===== src/include/i2c_bank_defs.svh =====
`ifndef I2C_BANK_DEFS_SVH
`define I2C_BANK_DEFS_SVH

// Number of I2C channels in the bank.
`define I2C_CHANNELS 4

// Width of a channel index, at least one bit.
`define I2C_CHAN_W ((`I2C_CHANNELS > 1) ? $clog2(`I2C_CHANNELS) : 1)

// Wishbone bus widths.
`define WB_DATA_W 32
`define WB_ADR_W 5

// Prescaler width and value after reset.
`define I2C_PRESCALE_W 16
`define I2C_PRESCALE_RESET 2

`endif


===== src/i2c_line_pkg.sv =====
`default_nettype none

package i2c_line_pkg;

        // One frame walks these states in order.
        typedef enum logic [2:0] {
                ST_IDLE,
                ST_START,
                ST_DATA,
                ST_ACK,
                ST_STOP
        } engine_state_e;

        // Quarter of a bit period, SCL is high in quarters 2 and 3.
        typedef logic [1:0] quarter_t;

endpackage

`default_nettype wire


===== src/wb_reg_pkg.sv =====
`default_nettype none

package wb_reg_pkg;

        // Register selected by address bits 4 to 2.
        typedef enum logic [2:0] {
                REG_PRESCALE = 3'd0,
                REG_CTRL     = 3'd1,
                REG_TXDATA   = 3'd2,
                REG_CMD      = 3'd3,
                REG_STATUS   = 3'd4
        } reg_index_e;

        typedef struct packed {
                logic int_en;
                logic core_en;
        } ctrl_t;

        // Irq is cleared by writing 1 to bit 2.
        typedef struct packed {
                logic irq;
                logic nack;
                logic busy;
        } status_t;

endpackage

`default_nettype wire


===== src/reg_access_if.sv =====
`default_nettype none
`include "i2c_bank_defs.svh"

interface reg_access_if;

        logic                       wr;
        logic                       rd;
        logic [`I2C_CHAN_W-1:0]     chan;
        wb_reg_pkg::reg_index_e     index;
        logic [`WB_DATA_W-1:0]      wdata;
        // One read value per channel, zero when not addressed.
        logic [`WB_DATA_W-1:0]      rdata [`I2C_CHANNELS];

        modport decode (
                output wr,
                output rd,
                output chan,
                output index,
                output wdata,
                input  rdata
        );

        modport bank (
                input  wr,
                input  rd,
                input  chan,
                input  index,
                input  wdata,
                output rdata
        );

endinterface

`default_nettype wire


===== src/i2c_bank_top.sv =====
`default_nettype none
`include "i2c_bank_defs.svh"

module i2c_bank_top (
        input  wire                     wb_clk_i,
        input  wire                     rst_n,
        input  wire                     wb_cyc_i,
        input  wire                     wb_we_i,
        input  wire [`I2C_CHANNELS-1:0] wb_stb_i,
        input  wire [`WB_ADR_W-1:0]     wb_adr_i,
        input  wire [`WB_DATA_W-1:0]    wb_dat_i,
        output wire [`WB_DATA_W-1:0]    wb_dat_o,
        output wire                     wb_ack_o,
        output wire [`I2C_CHANNELS-1:0] wb_int_o,
        output wire [`I2C_CHANNELS-1:0] scl,
        output wire [`I2C_CHANNELS-1:0] sclen,
        output wire [`I2C_CHANNELS-1:0] sda_out,
        input  wire [`I2C_CHANNELS-1:0] sda_in
);

        reg_access_if acc ();

        wb_slave_decode i_wb_slave_decode (
                .wb_clk_i (wb_clk_i),
                .rst_n    (rst_n),
                .wb_cyc_i (wb_cyc_i),
                .wb_we_i  (wb_we_i),
                .wb_stb_i (wb_stb_i),
                .wb_adr_i (wb_adr_i),
                .wb_dat_i (wb_dat_i),
                .wb_dat_o (wb_dat_o),
                .wb_ack_o (wb_ack_o),
                .acc      (acc.decode)
        );

        // One register bank and one line engine per channel.
        for (genvar i = 0; i < `I2C_CHANNELS; i++) begin : g_chan
                wire                       start;
                wire [7:0]                 tx_byte;
                wire [`I2C_PRESCALE_W-1:0] prescale;
                wire                       done;
                wire                       ack_bad;

                i2c_channel_regs #(
                        .CHAN_ID (i)
                ) i_i2c_channel_regs (
                        .wb_clk_i (wb_clk_i),
                        .rst_n    (rst_n),
                        .acc      (acc.bank),
                        .start    (start),
                        .tx_byte  (tx_byte),
                        .prescale (prescale),
                        .done     (done),
                        .ack_bad  (ack_bad),
                        .irq_line (wb_int_o[i])
                );

                i2c_byte_engine i_i2c_byte_engine (
                        .wb_clk_i (wb_clk_i),
                        .rst_n    (rst_n),
                        .start    (start),
                        .tx_byte  (tx_byte),
                        .prescale (prescale),
                        .sda_in   (sda_in[i]),
                        .scl      (scl[i]),
                        .sclen    (sclen[i]),
                        .sda_out  (sda_out[i]),
                        .done     (done),
                        .ack_bad  (ack_bad)
                );
        end

endmodule

`default_nettype wire


===== src/i2c_byte_engine.sv =====
`default_nettype none
`include "i2c_bank_defs.svh"

module i2c_byte_engine (
        input  wire                        wb_clk_i,
        input  wire                        rst_n,
        input  wire                        start,
        input  wire [7:0]                  tx_byte,
        input  wire [`I2C_PRESCALE_W-1:0]  prescale,
        input  wire                        sda_in,
        output logic                       scl,
        output logic                       sclen,
        output logic                       sda_out,
        output logic                       done,
        output logic                       ack_bad
);

        i2c_line_pkg::engine_state_e state;
        i2c_line_pkg::quarter_t      quarter;
        logic [`I2C_PRESCALE_W-1:0]  presc_q;
        logic [`I2C_PRESCALE_W-1:0]  cnt;
        logic [7:0]                  shift;
        logic [2:0]                  bit_cnt;
        logic                        tick;
        logic                        bit_end;
        logic                        ack_bad_q;

        // A quarter lasts prescale + 1 cycles.
        assign tick    = (cnt == presc_q);
        assign bit_end = tick && (quarter == 2'd3);

        always_ff @(posedge wb_clk_i or negedge rst_n) begin
                if (!rst_n) begin
                        state     <= i2c_line_pkg::ST_IDLE;
                        quarter   <= '0;
                        cnt       <= '0;
                        bit_cnt   <= '0;
                        ack_bad_q <= 1'b0;
                end else begin
                        if (state == i2c_line_pkg::ST_IDLE) begin
                                cnt     <= '0;
                                quarter <= '0;
                        end else if (tick) begin
                                cnt     <= '0;
                                quarter <= quarter + 2'd1;
                        end else begin
                                cnt <= cnt + `I2C_PRESCALE_W'(1);
                        end

                        case (state)
                        i2c_line_pkg::ST_IDLE: begin
                                if (start) begin
                                        state   <= i2c_line_pkg::ST_START;
                                        bit_cnt <= '0;
                                end
                        end
                        i2c_line_pkg::ST_START: begin
                                if (bit_end) begin
                                        state <= i2c_line_pkg::ST_DATA;
                                end
                        end
                        i2c_line_pkg::ST_DATA: begin
                                if (bit_end) begin
                                        bit_cnt <= bit_cnt + 3'd1;
                                        if (bit_cnt == 3'd7) begin
                                                state <= i2c_line_pkg::ST_ACK;
                                        end
                                end
                        end
                        i2c_line_pkg::ST_ACK: begin
                                // Sample as SCL rises into quarter 2.
                                if (tick && quarter == 2'd1) begin
                                        ack_bad_q <= sda_in;
                                end
                                if (bit_end) begin
                                        state <= i2c_line_pkg::ST_STOP;
                                end
                        end
                        i2c_line_pkg::ST_STOP: begin
                                if (bit_end) begin
                                        state <= i2c_line_pkg::ST_IDLE;
                                end
                        end
                        default: state <= i2c_line_pkg::ST_IDLE;
                        endcase
                end
        end

        // Byte and bit rate are fixed for the whole frame.
        always_ff @(posedge wb_clk_i) begin
                if (state == i2c_line_pkg::ST_IDLE && start) begin
                        shift   <= tx_byte;
                        presc_q <= prescale;
                end else if (state == i2c_line_pkg::ST_DATA && bit_end) begin
                        shift <= {shift[6:0], 1'b0};
                end
        end

        always_comb begin
                scl     = quarter[1];
                sda_out = 1'b1;
                case (state)
                i2c_line_pkg::ST_IDLE: scl = 1'b1;
                i2c_line_pkg::ST_START: begin
                        // SDA falls halfway with SCL held high.
                        scl     = 1'b1;
                        sda_out = ~quarter[1];
                end
                i2c_line_pkg::ST_DATA: sda_out = shift[7];
                i2c_line_pkg::ST_ACK:  sda_out = 1'b1;
                i2c_line_pkg::ST_STOP: sda_out = (quarter == 2'd3);
                default: ;
                endcase
        end

        assign sclen   = (state != i2c_line_pkg::ST_IDLE);
        assign done    = (state == i2c_line_pkg::ST_STOP) && bit_end;
        assign ack_bad = ack_bad_q;

endmodule

`default_nettype wire


===== src/i2c_channel_regs.sv =====
`default_nettype none
`include "i2c_bank_defs.svh"

module i2c_channel_regs #(
        parameter int CHAN_ID = 0
) (
        input  wire                        wb_clk_i,
        input  wire                        rst_n,
        reg_access_if.bank                 acc,
        output logic                       start,
        output logic [7:0]                 tx_byte,
        output logic [`I2C_PRESCALE_W-1:0] prescale,
        input  wire                        done,
        input  wire                        ack_bad,
        output logic                       irq_line
);

        localparam logic [`I2C_CHAN_W-1:0] OWN_CHAN = CHAN_ID[`I2C_CHAN_W-1:0];

        wb_reg_pkg::ctrl_t     ctrl;
        wb_reg_pkg::status_t   stat;
        logic                  sel;
        logic                  wr_sel;
        logic                  irq_clr;
        logic [`WB_DATA_W-1:0] rd_val;

        assign sel     = (acc.chan == OWN_CHAN);
        assign wr_sel  = acc.wr && sel;
        assign irq_clr = wr_sel && (acc.index == wb_reg_pkg::REG_STATUS) && acc.wdata[2];

        // Go is dropped while busy or disabled.
        assign start = wr_sel && (acc.index == wb_reg_pkg::REG_CMD) && acc.wdata[0]
                       && !stat.busy && ctrl.core_en;

        assign irq_line = stat.irq && ctrl.int_en;

        always_ff @(posedge wb_clk_i or negedge rst_n) begin
                if (!rst_n) begin
                        prescale <= `I2C_PRESCALE_W'(`I2C_PRESCALE_RESET);
                        ctrl     <= '0;
                        tx_byte  <= '0;
                        stat     <= '0;
                end else begin
                        if (wr_sel) begin
                                case (acc.index)
                                wb_reg_pkg::REG_PRESCALE:
                                        prescale <= acc.wdata[`I2C_PRESCALE_W-1:0];
                                wb_reg_pkg::REG_CTRL:
                                        ctrl <= wb_reg_pkg::ctrl_t'(acc.wdata[1:0]);
                                wb_reg_pkg::REG_TXDATA:
                                        tx_byte <= acc.wdata[7:0];
                                default: ;
                                endcase
                        end
                        if (start) begin
                                stat.busy <= 1'b1;
                        end
                        if (irq_clr) begin
                                stat.irq <= 1'b0;
                        end
                        // Frame end wins over a clear in the same cycle.
                        if (done) begin
                                stat.busy <= 1'b0;
                                stat.nack <= ack_bad;
                                stat.irq  <= 1'b1;
                        end
                end
        end

        always_comb begin
                rd_val = '0;
                case (acc.index)
                wb_reg_pkg::REG_PRESCALE: rd_val = `WB_DATA_W'(prescale);
                wb_reg_pkg::REG_CTRL:     rd_val = `WB_DATA_W'(ctrl);
                wb_reg_pkg::REG_TXDATA:   rd_val = `WB_DATA_W'(tx_byte);
                wb_reg_pkg::REG_STATUS:   rd_val = `WB_DATA_W'(stat);
                default: ;
                endcase
        end

        assign acc.rdata[CHAN_ID] = (acc.rd && sel) ? rd_val : '0;

endmodule

`default_nettype wire


===== src/wb_slave_decode.sv =====
`default_nettype none
`include "i2c_bank_defs.svh"

module wb_slave_decode (
        input  wire                     wb_clk_i,
        input  wire                     rst_n,
        input  wire                     wb_cyc_i,
        input  wire                     wb_we_i,
        input  wire [`I2C_CHANNELS-1:0] wb_stb_i,
        input  wire [`WB_ADR_W-1:0]     wb_adr_i,
        input  wire [`WB_DATA_W-1:0]    wb_dat_i,
        output logic [`WB_DATA_W-1:0]   wb_dat_o,
        output logic                    wb_ack_o,
        reg_access_if.decode            acc
);

        logic                   stb_any;
        logic [`I2C_CHAN_W-1:0] stb_chan;
        logic                   pending;
        logic                   req;

        // Lowest strobe index wins.
        always_comb begin
                stb_any  = 1'b0;
                stb_chan = '0;
                for (int i = `I2C_CHANNELS - 1; i >= 0; i--) begin
                        if (wb_stb_i[i]) begin
                                stb_any  = 1'b1;
                                stb_chan = i[`I2C_CHAN_W-1:0];
                        end
                end
        end

        assign req = wb_cyc_i && stb_any && !pending;

        // Pending covers the access and its ack cycle.
        always_ff @(posedge wb_clk_i or negedge rst_n) begin
                if (!rst_n) begin
                        pending  <= 1'b0;
                        acc.wr   <= 1'b0;
                        acc.rd   <= 1'b0;
                        wb_ack_o <= 1'b0;
                end else begin
                        if (req) begin
                                pending <= 1'b1;
                        end else if (wb_ack_o) begin
                                pending <= 1'b0;
                        end
                        acc.wr   <= req && wb_we_i;
                        acc.rd   <= req && !wb_we_i;
                        wb_ack_o <= acc.wr || acc.rd;
                end
        end

        always_ff @(posedge wb_clk_i) begin
                if (req) begin
                        acc.chan  <= stb_chan;
                        acc.index <= wb_reg_pkg::reg_index_e'(wb_adr_i[4:2]);
                        acc.wdata <= wb_dat_i;
                end
                // Read value is taken before the bank updates.
                if (acc.wr || acc.rd) begin
                        wb_dat_o <= acc.rdata[acc.chan];
                end
        end

endmodule

`default_nettype wire


===== config.mk =====
export PLATFORM = sky130hd
export DESIGN_NAME = i2c_bank_top
export DESIGN_NICKNAME = d
export VERILOG_FILES = /design/src/i2c_line_pkg.sv /design/src/wb_reg_pkg.sv /design/src/reg_access_if.sv /design/src/i2c_bank_top.sv /design/src/i2c_byte_engine.sv /design/src/i2c_channel_regs.sv /design/src/wb_slave_decode.sv
export VERILOG_INCLUDE_DIRS = /design/src /design/src/include
export SDC_FILE = /design/constraint.sdc
export NUM_CORES = 1
export LEC_CHECK = 0
export BUFFER_PORTS_ARGS = -buffer_cell sky130_fd_sc_hd__buf_2
export CAP_MARGIN = 30
export CELL_PAD_IN_SITES_DETAIL_PLACEMENT = 0
export CELL_PAD_IN_SITES_GLOBAL_PLACEMENT = 1
export CORE_ASPECT_RATIO = 0.7
export CORE_UTILIZATION = 43
export CTS_CLUSTER_SIZE = 16
export DETAILED_ROUTE_END_ITERATION = 6
export GPL_ROUTABILITY_DRIVEN = 1
export PLACE_DENSITY = 0.75
export SETUP_SLACK_MARGIN = 0.1
export SYNTH_ARGS = -nofsm -noshare
export SYNTH_HDL_FRONTEND = slang
export SYNTH_SLANG_ARGS = --single-unit

===== constraint.sdc =====
create_clock -name wb_clk_i -period 3.9 [get_ports wb_clk_i]
set_clock_uncertainty 0.15 [all_clocks]
set_input_delay 0 -clock wb_clk_i [delete_from_list [all_inputs] [get_ports wb_clk_i]]
set_output_delay 0 -clock wb_clk_i [all_outputs]
set_load 0.02 [all_outputs]

Yosys cells after proc, flatten, opt, wreduce, memory -nomap -nowiden. Cells that the tools add are included.

Register bits: 369. Input bits: 49. Output and inout port bits: 49. Logic and storage cells: 377.

$add $sub $neg: 12. $lt $le $gt $ge: 1. Eq/ne operators: 63. Mux-type cells: 104. Bitwise gates (word level): 5. Reduce and logical (&&, ||, !) cells: 127.

Operator list (number): $pmux W16 S4 (4); $mux W16 (12); $mux W3 (36); $add A16 B1 Y16 const B (4); $bmux W32 S2 (1); $eq A16 B16 Y1 (4); $mux W32 (2); $mux W8 (8); $logic_and A1 B1 Y1 (60); $pmux W3 S5 (4); $ne A2 B1 Y1 const B (24); $reduce_bool A2 Y1 (21); $reduce_and A2 Y1 (16); $eq A3 B2 Y1 const B (10); $eq A3 B3 Y1 const B (9); $pmux W3 S2 (4); $reduce_and A6 Y1 (4); $mux W2 (10); $mux W1 (19); $eq A3 B1 Y1 const B (5); $logic_not A3 Y1 (5); $add A3 B1 Y3 const B (4); $eq A2 B2 Y1 const B (6); $pmux W1 S3 (4); other kinds (11) (36).

Depth between registers and ports, before layout. Gate-level depths: netlist of run 1.

Depth after elaboration: 8. Mapped depth: 8. Gate-level depth less buffers: 6.

Worst setup path before layout of run 1. No wires, ideal clock.

Path type: flip-flop to flip-flop. Start: register i_wb_slave_decode.acc.index[2]. End: register g_chan[2].i_i2c_byte_engine.shift[0], enable pin. Setup time: 313 ps. Arrival: 2104 ps. Data required time: 3437 ps. Setup slack: 1333 ps. Stages on the path, launching flop included: 6. Path buffers: 1. Period minus slack after synthesis: 2567 ps. Cell sequence: edfxtp_1 -> buf_4 -> nand4b_4 -> or3_1 -> nor2_2 -> a31o_2.

Cells in the longest elaborated chain, start to end: 7.

Ends and longest elaborated chain: from (decl) (RTL line reg_access_if.sv:18) `output index,`; from (signal assigned) (RTL line wb_slave_decode.sv:58) `acc.index <= wb_reg_pkg::reg_index_e'(wb_adr_i[4:2]);`; $eq A3 B2 Y1 (RTL line i2c_channel_regs.sv:32) `assign start = wr_sel && (acc.index == wb_reg_pkg::REG_CMD) && acc.wdata[0]`; $logic_and A1 B1 Y1 (2 in series) (RTL line i2c_channel_regs.sv:32); $logic_and A1 B1 Y1 (2 in series) (RTL line i2c_channel_regs.sv:33) `&& !stat.busy && ctrl.core_en;`; $logic_and A1 B1 Y1 (RTL line i2c_byte_engine.sv:91) `if (state == i2c_line_pkg::ST_IDLE && start) begin`; $reduce_bool A2 Y1 (no source line); to (signal assigned) (RTL line i2c_byte_engine.sv:92) `shift <= tx_byte;`; to (signal assigned) (RTL line i2c_byte_engine.sv:95) `shift <= {shift[6:0], 1'b0};`; to (decl) (RTL line i2c_byte_engine.sv:22) `logic [7:0] shift;`.

Every way passes these cells. A chain may end at the register's enable or synchronous reset.

Worst setup path in the final report of run 1.
Start: register i_wb_slave_decode.acc.index[1]. End: register g_chan[0].i_i2c_byte_engine.shift[4], enable pin.

Cells in the longest elaborated chain, start to end: 7.

Ends and longest elaborated chain (RTL line): $eq A3 B2 Y1 (i2c_channel_regs.sv:32); $logic_and A1 B1 Y1 (2 in series) (i2c_channel_regs.sv:32); $logic_and A1 B1 Y1 (2 in series) (i2c_channel_regs.sv:33); $logic_and A1 B1 Y1 (i2c_byte_engine.sv:91); $reduce_bool A2 Y1 (no source line); to (signal assigned) (i2c_byte_engine.sv:92); to (signal assigned) (i2c_byte_engine.sv:95); to (decl) (i2c_byte_engine.sv:22).

Every way passes these cells.

==> reports/qor.txt, run 1 <==
run status - finished, violations left
failing checks - DRC, hold timing
top cell type's share of synthesized area - 0.335
pins over their slew limit - 0
initial antenna violation count - 0
Leak - 7.45 nW
Detail Placement HPWL - 25.4 mm
Post-Layout Inst Area - 18400 µm²
placed cell area - 16800 µm²
CTS clk-pin slew, worst paths - 60 ps
Setup violations, final - 0
CTS Buffer Depth - 3
CTS tree - done
ys flop type - dfrtp_1
vias post-DR - 10140
Hold Fails Final Rpt - 17
vias in the first global route - 10237
WL/cell - 19.3 µm
CTS H-tree depth - 2
# diodes - 0
DRC viols - 8
Power Density - 408 nW/µm²
total grt overflow - 0
RR Endpoint - g_chan[0].i_i2c_byte_engine.shift[4]
Fin Hold WS - -76.1 ps
area grow syn2layout - 13.7%
R2R depth - 4
Num CTS Buffers - 36
sequential area share after synthesis - 0.589
ratio of cells with drive above 1 in the final layout - 0.213
area of the multi-input gates - 6080 µm²
Antenna Violating Nets Remaining - 0
Die Area - 38300 µm²
clock sinks - 353
gp weighted congestion - 0.819
Core Footprint - 36400 µm²
buffer count from post-CTS setup fixing - 0
Netlist cell types - 70
register area - 9500 µm²
cts repair resizes - 0
CP Launch Type - register
Slew @ Worst Pin - 998 ps
crit path DAT - 2910 ps
Fmax - 0.349 GHz
Syn Inst Count - 1295
count of input and output buffers - 63
FP Rows - 58
RSZ-0062 raised after global routing - false
Critical Setup Path Class - reg -> reg
setup TNS - 0 ps
Layout Nets - 1456
Worst Path Max Fanout - 21
Post-synth EDFFs - 133
Netlist Area Pre-Place - 16100 µm²
vias per cell - 5.35
synth top area cells - dfrtp_1, edfxtp_1, mux2_2
worst min path class - in -> async
fin crit share - 0.734
MaxCap Viol Count - 0
maximum resistive drop on vdd - 0.254 mV
Critical Path RT - 3950 ps
Min Clock Period, post-route - 2860 ps
area leader, netlist - dfrtp_1
Total Wirelength - 36.6 mm
initial DRC count - 692
Warnings, synthesis - 0
cell with the most instances after synthesis - dfrtp_1
Die Ht - 164 µm
largest net degree at the start of global routing - 108
Slew headroom - 0.334
drt first pass iters - 7
Post-synth top cells - dfrtp_1, nand2_1, edfxtp_1, mux2_2, nor2_1
final worst slack - 1040 ps
FF-to-FF setup slack - 1040 ps
#FFs+latches synth - 353
crit end category - register
FF-to-FF Start - i_wb_slave_decode.acc.index[1]
syn avg cell area - 12.5 µm²
I/O pin total - 98
die width - 234 µm
hold-fix buffer count after cts - 33
clock latency on the worst-skew pair - 530 ps
root buf cell - clkbuf_16
Async SR Flop Fraction - 0.623
total track usage - 0.199
Starting Density - 0.443
global-route wire length before repair - 58.5 mm
Fill cells - 3208
pre-CTS WS - 1050 ps
final core utilization - 0.504
==> power by group <==
group / leakage [nW] / internal [W] / switching (W)
sequential: 3.97 / 0.00384 / 0.00000105
clock: 0.598 / 0.00210 / 0.00145
combinational: 2.89 / 0.0000368 / 0.0000722
total: 7.45 / 0.00597 / 0.00153
==> routing by layer <==
layer / vias to the layer above / part of all wire / GRT usage
met1: 5116 / 0.51 / 0.312
li1: 4743 / - / -
met5: - / 0 / 0
met4: 0 / 0.014 / 0.0393
met3: 47 / 0.050 / 0.0328
met2: 234 / 0.43 / 0.289
==> state kept, by name, indices dropped and copies added, names as in the netlist, 16 cells and up <==
name,flops
i_wb_slave_decode.wb_dat_o,16
g_chan.i_i2c_channel_regs.prescale,64
i_wb_slave_decode.acc.wdata,16
g_chan.i_i2c_byte_engine.presc_q,64
g_chan.i_i2c_byte_engine.shift,32
g_chan.i_i2c_channel_regs.tx_byte,32
g_chan.i_i2c_byte_engine.cnt,64
==> cells in the final DEF (no fill, tap or decap), types with 10 or more instances in the layout <==
| cell type | instances |
|---|---|
| buf_4 | 20 |
| o21ai_0 | 15 |
| xnor2_1 | 98 |
| nand3_1 | 31 |
| nor2b_1 | 10 |
| a21oi_1 | 19 |
| conb_1 | 16 |
| and3_1 | 23 |
| ha_1 | 20 |
| a22oi_1 | 10 |
| a211oi_1 | 11 |
| inv_1 | 32 |
| nand4_1 | 26 |
| mux2i_1 | 25 |
| xor2_1 | 26 |
| buf_2 | 62 |
| nor2_2 | 11 |
| dfrtp_1 | 216 |
| clkbuf_16 | 37 |
| mux2_2 | 111 |
| nor2_1 | 103 |
| nand2b_1 | 12 |
| nand2_1 | 138 |
| dlygate4sd3_1 | 33 |
| nor3_1 | 17 |
| and2_1 | 13 |
| a221oi_1 | 11 |
| edfxtp_1 | 133 |
==> worst max-delay path: stages, from the launching register on <==
cell and delay [ps]:
edfxtp_1 840, nand4b_4 310, nor4bb_1 500, nand2_1 350, nand2_1 380
==> worst max-delay path by stage <==
stage	slack, ps	endpoint	start
6_report	1040	g_chan[0].i_i2c_byte_engine.shift[4]	i_wb_slave_decode.acc.index[1]
5_1_grt	850	g_chan[0].i_i2c_byte_engine.shift[4]	i_wb_slave_decode.acc.index[1]
4_1_cts	1010	g_chan[0].i_i2c_byte_engine.shift[4]	i_wb_slave_decode.acc.index[1]
3_5_place_dp	1050	g_chan[0].i_i2c_byte_engine.shift[6]	i_wb_slave_decode.acc.index[1]
3_3_place_gp	1140	g_chan[0].i_i2c_byte_engine.shift[3]	i_wb_slave_decode.acc.index[1]
2_1_floorplan	1330	g_chan[2].i_i2c_byte_engine.shift[0]	i_wb_slave_decode.acc.index[2]
==> cell families (layout without fill, tap and decap cells) <==
kind of cell / Yosys count / in the layout / synth area share
simple gates: 429 / 429 / 0.135
flops: 353 / 353 / 0.589
mux: 150 / 150 / 0.108
xor+xnor: 124 / 124 / 0.0673
buf+inv: 111 / 216 / 0.0385
compound gates: 107 / 107 / 0.0464
fa+ha+maj: 20 / 20 / 0.0155
other cells: 1 / 16 / 0.000232
==> final cells by class <==
class	instances	share of cell area
clock buffers	50	0.0552
inverters	32	0.00654
well taps	480	0.0327
clock inverters	16	0.0104
repair buffers	118	0.0465
multi-input cells	846	0.331
flip-flops and latches	353	0.517
==> per-stage QoR <==
stage	hold slack [ps]	total power (W)	std cells
after global routing	26.7	0.00772	1895
after global placement	-12.9	0.00400	1795
final	-76.1	0.00750	1895
after CTS	11.0	0.00756	1895
after floorplan	-446	0.00394	1310
after detailed placement	4.76	0.00400	1796
Power figures use the tool's default switching activity.
==> inputs of run 2 (changes only) <==
--- a/config.mk
+++ b/config.mk
@@ -6,6 +6,7 @@
 export SDC_FILE = /design/constraint.sdc
 export NUM_CORES = 1
 export LEC_CHECK = 0
+export ABC_AREA = 1
 export BUFFER_PORTS_ARGS = -buffer_cell sky130_fd_sc_hd__buf_2
 export CAP_MARGIN = 30
 export CELL_PAD_IN_SITES_DETAIL_PLACEMENT = 0
@@ -15,7 +16,7 @@
 export CTS_CLUSTER_SIZE = 16
 export DETAILED_ROUTE_END_ITERATION = 6
 export GPL_ROUTABILITY_DRIVEN = 1
-export PLACE_DENSITY = 0.75
+export PLACE_DENSITY = 0.82
 export SETUP_SLACK_MARGIN = 0.1
 export SYNTH_ARGS = -nofsm -noshare
 export SYNTH_HDL_FRONTEND = slang
==> constraint.sdc (replaced) <==
create_clock -name wb_clk_i -period 2.6 [get_ports wb_clk_i]
set_clock_uncertainty 0.15 [all_clocks]
set_input_delay 0 -clock wb_clk_i [delete_from_list [all_inputs] [get_ports wb_clk_i]]
set_output_delay 0 -clock wb_clk_i [all_outputs]
set_load 0.02 [all_outputs]
==> reports/qor.txt, run 2 <==
run status - complete, no violations
commonest cells after routing, fill and taps aside - nand2_1, inv_1, dfrtp_1
post-synthesis xor/xnor area fraction - 0.0191 (-0.0482)
maximum resistive drop on vdd - 0.525 mV (+110%)
adder-cell share of the synthesized area - 0.0151 (-0.000358)
Min Clock Period, post-route - 2330 ps (-536 ps)
ys flop type - dfrtp_1
fin crit share - 0.895 (+0.161)
MaxCap Viol Count - 0 (unchanged)
compound-gate portion of the synthesized area - 0.107 (+0.0606)
vias per cell - 5.06 (-5.5%)
crit end category - register
Netlist cell types - 49 (-30%)
buffer count from post-CTS setup fixing - 0 (unchanged)
CTS tree - done
count of input and output buffers - 63 (unchanged)
Fin Hold WS - 18.5 ps (+94.6 ps)
Post-synth top cells - nand2_1, inv_1, dfrtp_1, nor2_1, o21ai_0
#FFs+latches synth - 353 (unchanged)
Layout Nets - 1995 (+37%)
Antenna Violating Nets Remaining - 0 (unchanged)
Syn Inst Count - 1820 (+41%)
WL/cell - 16.5 µm (-15%)
Starting Density - 0.441 (-0.00248)
clock share of power - 0.341 (-0.133)
final core utilization - 0.505 (+0.000915)
largest family of logic cells by synthesized area - simple AND/OR/NAND/NOR gates
pins over their slew limit - 0 (unchanged)
RSZ-0062 raised after global routing - false
cell with the most instances after synthesis - nand2_1
vias in the first global route - 11547 (+13%)
setup TNS - 0 ps (unchanged)
Switching Share - 0.324 (+0.121)
Async SR Flop Fraction - 0.623 (unchanged)
Synth Area in Simple Gates - 0.196 (+0.0605)
sequential area share after synthesis - 0.575 (-0.0136)
FP Rows - 59 (+1.7%)
Core Footprint - 37500 µm² (+2.9%)
area grow syn2layout - 14.6%
most used cell, CP - inv_2
CTS Buffer Depth - 3 (unchanged)
top cell type's share of synthesized area - 0.327 (-0.00773)
clock sinks - 353 (unchanged)
initial antenna violation count - 0 (unchanged)
Critical Setup Path Class - reg -> reg
Netlist Area Pre-Place - 16500 µm² (+2.4%)
Setup violations, final - 0 (unchanged)
Critical Path RT - 2640 ps (-1310 ps)
CTS H-tree depth - 2 (unchanged)
Detail Placement HPWL - 29.2 mm (+15%)
worst min path class - in -> reg
global-route wire length before repair - 64.0 mm (+9.4%)
P_int - 0.0108 W (+80%)
DRC viols - 0 (-8)
Power Density - 842 nW/µm² (+110%)
Slew headroom - 0.372 (+0.0379)
Crit path max-delay family - simple AND/OR/NAND/NOR gates
CP Launch Type - register
drt first pass iters - 6 (-1)
Post-synth EDFFs - 133 (unchanged)
total track usage - 0.208 (+0.00877)
crit path DAT - 2370 ps (-540 ps)
root buf cell - clkbuf_16
Leak - 8.57 nW (+15%)
clock latency on the worst-skew pair - 540 ps (about the same)
Slowest cell on crit path - edfxtp_1
Comb pwr share - 0.203 (+0.188)
Crit path buffers/inverters - 2 (+2)
Fmax - 0.430 GHz (+23%)
die width - 236 µm (+1.2%)
ratio of cells with drive above 1 in the final layout - 0.126 (-0.0870)
Warnings, synthesis - 0 (unchanged)
CTS clk-pin slew, worst paths - 70 ps (about the same)
Total Wirelength - 40.2 mm (+9.7%)
leading cell type in the layout, fill and taps excluded - nand2_1
synth top area cells - dfrtp_1, edfxtp_1, nand2_1
total grt overflow - 0 (unchanged)
vias post-DR - 12354 (+22%)
post-synthesis mux area share - 0 (-0.108)
initial DRC count - 1282 (+85%)
power share of the sequential group - 0.456 (-0.056)
Slew @ Worst Pin - 937 ps (-60.8 ps)
Net Sw Power - 0.00517 W (+240%)
Worst path max stage delay - 470 ps (-370 ps)
# diodes - 0 (unchanged)
syn avg cell area - 9.08 µm² (-27%)
Die Ht - 166 µm (+1.2%)
Die Area - 39200 µm² (+2.3%)
Num CTS Buffers - 36 (unchanged)
Largest regs - g_chan.i_i2c_byte_engine.cnt (64), g_chan.i_i2c_byte_engine.presc_q (64), g_chan.i_i2c_channel_regs.prescale (64)
CP cell instances - inv_2 -> nand3_2 -> nor3_1 -> nand2_1 -> nor2_2 -> inv_2 -> o21ai_4
I/O pin total - 98 (unchanged)
Hold Fails Final Rpt - 0 (-17)
area leader, netlist - dfrtp_1
gp weighted congestion - 0.942 (+15%)
largest net degree at the start of global routing - 78 (-28%)
Worst Path Max Fanout - 16 (-24%)
run 2: cells by family (layout without fill, tap and decap cells):
| family | count (synthesis) | in the layout |
|---|---|---|
| AND/OR/NAND/NOR | 752 | 752 |
| flip-flops | 353 | 353 |
| buffers and inverters | 345 | 464 |
| AO/OA/AOI/OAI | 313 | 313 |
| XOR/XNOR | 36 | 36 |
| adder cells (fa/ha/maj) | 20 | 20 |
| other | 1 | 16 |
run 2: worst paths after layout:
check / from / to / slack (ps) / depth (start not counted)
min in group asynchronous: rst_n / g_chan[1].i_i2c_channel_regs.prescale[9] / 450 / 3
worst max-delay path: i_wb_slave_decode.acc.chan[1] / g_chan[1].i_i2c_byte_engine.shift[4] / 270 / 7
worst min-delay path: wb_dat_i[5] / i_wb_slave_decode.acc.wdata[5] / 20 / 2
worst min register to register: g_chan[3].i_i2c_channel_regs.prescale[5] / g_chan[3].i_i2c_byte_engine.presc_q[5] / 300 / 0
worst max register to register: i_wb_slave_decode.acc.chan[1] / g_chan[1].i_i2c_byte_engine.shift[4] / 270 / 7
max in group asynchronous: rst_n / g_chan[2].i_i2c_channel_regs.prescale[1] / 1040 / 4
run 2: cell type report:
type / instances / area (µm²)
Inverter: 276 / 1040
Clock inverter: 17 / 186
Clock buffer: 49 / 1050
Fill cell: 3427 / 18600
Multi-Input combinational cell: 1137 / 5640
Timing Repair Buffer: 122 / 911
Sequential cell: 353 / 9500
Tap cell: 488 / 611
run 2: power groups by stage:
stage	logic (W)	clock network [W]	registers, W
after global placement	0.00311	0	0.00735
after floorplan	0.00244	0	0.00712
final	0.00324	0.00544	0.00727
after global routing	0.00368	0.00576	0.00736
after CTS	0.00323	0.00553	0.00726
after detailed placement	0.00317	0	0.00736
run 2: metrics by stage:
| step | setup slack, ps | power (W) | std cells | area [µm²] |
|---|---|---|---|---|
| floorplan | 111 | 0.00956 | 1835 | 16600 |
| finish | 273 | 0.0159 | 2442 | 18900 |
| CTS | 282 | 0.0160 | 2442 | 18900 |
| global route | 101 | 0.0168 | 2442 | 18900 |
| global placement | 407 | 0.0105 | 2344 | 17400 |
| detailed placement | 321 | 0.0105 | 2344 | 17400 |
run 2: routing by layer:
metal,up-vias,routed length (µm),track usage
met1,5841,20000,0.327
met3,52,2860,0.0387
met2,392,16600,0.293
li1,6069,-,-
met4,0,709,0.0494
met5,-,0,0
run 2: timing repair:
item	CTS	global route
hold buffers	32	0
resized for setup	0	1
endpoints found under the hold margin	262	0
endpoints found under the setup margin	0	1
run 2: worst register-to-register path: cells and delay by family, from the launching register on:
kind,cells,cell delay (ps)
flip-flops,1,470
AO/OA/AOI/OAI,1,190
buffers and inverters,2,430
AND/OR/NAND/NOR,4,730
==> inputs of run 3 (changes only) <==
--- a/config.mk
+++ b/config.mk
@@ -12,11 +12,12 @@
 export CELL_PAD_IN_SITES_DETAIL_PLACEMENT = 0
 export CELL_PAD_IN_SITES_GLOBAL_PLACEMENT = 1
 export CORE_ASPECT_RATIO = 0.7
-export CORE_UTILIZATION = 43
+export CORE_UTILIZATION = 38
 export CTS_CLUSTER_SIZE = 16
 export DETAILED_ROUTE_END_ITERATION = 6
 export GPL_ROUTABILITY_DRIVEN = 1
-export PLACE_DENSITY = 0.82
+export PLACE_DENSITY = 0.74
+export RECOVER_POWER = 25
 export SETUP_SLACK_MARGIN = 0.1
 export SYNTH_ARGS = -nofsm -noshare
 export SYNTH_HDL_FRONTEND = slang
==> reports/qor.txt, run 3 (synthesis results as in run 2) <==
run status - complete, no violations
Largest regs - g_chan.i_i2c_byte_engine.cnt (64), g_chan.i_i2c_byte_engine.presc_q (64), g_chan.i_i2c_channel_regs.prescale (64)
clock sinks - 353 (unchanged)
CP cell instances - inv_2 -> nand3_1 -> nor2_1 -> nand2_1 -> nor2_2 -> inv_2 -> nand2_1
final core utilization - 0.450 (-0.0547)
total track usage - 0.194 (-0.0142)
maximum resistive drop on vdd - 0.435 mV (-17%)
Hold Fails Final Rpt - 0 (unchanged)
vias per cell - 4.89 (-3.3%)
setup TNS - 0 ps (unchanged)
Slowest cell on crit path - edfxtp_1
Critical Path RT - 2660 ps (+20 ps)
fin crit share - 0.891 (-0.00376)
Slew @ Worst Pin - 1180 ps (+247 ps)
initial antenna violation count - 0 (unchanged)
count of input and output buffers - 63 (unchanged)
crit path DAT - 2370 ps (about the same)
vias post-DR - 12472 (+0.96%)
Total Wirelength - 42.0 mm (+4.5%)
WL/cell - 16.5 µm (about the same)
CTS clk-pin slew, worst paths - 60 ps (about the same)
Num CTS Buffers - 36 (unchanged)
pins over their slew limit - 0 (unchanged)
leading cell type in the layout, fill and taps excluded - nand2_1
clock share of power - 0.355 (+0.014)
total grt overflow - 0 (unchanged)
Worst path max stage delay - 420 ps (-50 ps)
# diodes - 0 (unchanged)
Worst Path Max Fanout - 16 (unchanged)
Fmax - 0.432 GHz (+0.42%)
Net Sw Power - 0.00525 W (+1.4%)
power share of the sequential group - 0.445 (-0.011)
clock latency on the worst-skew pair - 540 ps (about the same)
worst min path class - in -> reg
initial DRC count - 990 (-23%)
Starting Density - 0.388 (-0.0532)
CTS H-tree depth - 2 (unchanged)
FP Rows - 63 (+6.8%)
Min Clock Period, post-route - 2320 ps (-9.78 ps)
global-route wire length before repair - 66.0 mm (+3.1%)
DRC viols - 0 (unchanged)
I/O pin total - 98 (unchanged)
Antenna Violating Nets Remaining - 0 (unchanged)
Critical Setup Path Class - reg -> reg
crit end category - register
Layout Nets - 2006 (+0.55%)
Setup violations, final - 0 (unchanged)
buffer count from post-CTS setup fixing - 0 (unchanged)
Leak - 8.66 nW (+0.97%)
die width - 251 µm (+6.3%)
Detail Placement HPWL - 30.6 mm (+4.7%)
P_int - 0.0111 W (+3.4%)
commonest cells after routing, fill and taps aside - nand2_1, inv_1, dfrtp_1
Power Density - 853 nW/µm² (+1.4%)
register area - 9500 µm² (unchanged)
area grow syn2layout - 16.2%
CTS tree - done
Die Ht - 176 µm (+6.3%)
drt first pass iters - 5 (-1)
area of the multi-input gates - 5640 µm² (unchanged)
ratio of cells with drive above 1 in the final layout - 0.129 (+0.00285)
RSZ-0062 raised after global routing - false
Slew headroom - 0.210 (-0.161)
largest net degree at the start of global routing - 56 (-28%)
Comb pwr share - 0.200 (-0.003)
Fill cells - 4054 (+18%)
CTS Buffer Depth - 3 (unchanged)
root buf cell - clkbuf_16
MaxCap Viol Count - 0 (unchanged)
vias in the first global route - 11451 (-0.83%)
CP Launch Type - register
Core Footprint - 42600 µm² (+14%)
Switching Share - 0.320 (-0.00432)
Die Area - 44300 µm² (+13%)
gp weighted congestion - 0.872 (-7.3%)
-- run 3: changes by cell type in the layout (fill, tap and decap cells not counted), moves of 2 or more --
cell       previous run  this run
dfstp_1               0         3
clkbuf_16            40        37
clkbuf_8              2         4
buf_4                22        32
buf_2                62        60
inv_6                 1         3
dfstp_2               4         1
bufinv_16             3         8
buf_12                5         3
-- run 3: layer usage --
layer  wire, µm  part of all wire  vias up  track usage
met5          0                 0        -            0
li1           -                 -     6085            -
met4        870             0.021        0       0.0493
met2      17000              0.41      383        0.267
met3       2820             0.067       57       0.0329
met1      21300              0.51     5947        0.309
-- run 3: worst paths after layout --
| kind | slack (ps) | depth (start not counted) | endpoint | from |
|---|---|---|---|---|
| setup / recovery | 280 | 7 | g_chan[2].i_i2c_byte_engine.shift[2] | i_wb_slave_decode.acc.index[2] |
| hold / removal | 20 | 2 | i_wb_slave_decode.acc.wdata[0] | wb_dat_i[0] |
| setup reg to reg | 280 | 7 | g_chan[2].i_i2c_byte_engine.shift[2] | i_wb_slave_decode.acc.index[2] |
| hold reg to reg | 300 | 1 | i_wb_slave_decode.pending | i_wb_slave_decode.wb_ack_o |
| max in group asynchronous | 570 | 4 | g_chan[0].i_i2c_channel_regs.prescale[1] | rst_n |
| min in group asynchronous | 1130 | 3 | g_chan[3].i_i2c_channel_regs.prescale[1] | rst_n |
-- run 3: final cells by class --
cell class	count	share of cell area
clock buffer	44	0.0517
clock inverter	22	0.0171
inverter	276	0.0539
multi-input combinational	1137	0.294
sequential	353	0.495
tap	585	0.0381
timing repair buffer	133	0.0508
-- run 3: power by group through the flow --
stage	sequential, W	combinational (W)	clock (W)
2_1_floorplan	0.00712	0.00244	0
3_3_place_gp	0.00738	0.00315	0
3_5_place_dp	0.00739	0.00320	0
4_1_cts	0.00729	0.00327	0.00593
5_1_grt	0.00737	0.00370	0.00618
6_report	0.00730	0.00327	0.00582
-- run 3: repair_timing --
| item | in CTS | in global routing |
|---|---|---|
| hold endpoints to repair | 269 | 0 |
| setup endpoints to repair | 0 | 1 |
| hold buffers | 34 | 0 |
| gates resized for setup | 0 | 1 |
-- run 3: worst max-delay path: cells and delay by family (launching register included) --
kind / cells / cell delay (ps)
buf+inv: 2 / 240
flops: 1 / 420
simple gates: 5 / 1180
-- run 3: per-stage QoR --
stage / setup slack (ps) / instances / instance area, µm² / total power [W] / hold WS (ps)
after global placement: 396 / 2450 / 17500 / 0.0105 / -182
after CTS: 268 / 2550 / 19200 / 0.0165 / 1.98
after global routing: 146 / 2550 / 19200 / 0.0173 / 8.32
after detailed placement: 329 / 2450 / 17500 / 0.0106 / -176
final: 283 / 2550 / 19200 / 0.0164 / 21.0
after floorplan: 111 / 1835 / 16600 / 0.00956 / -446
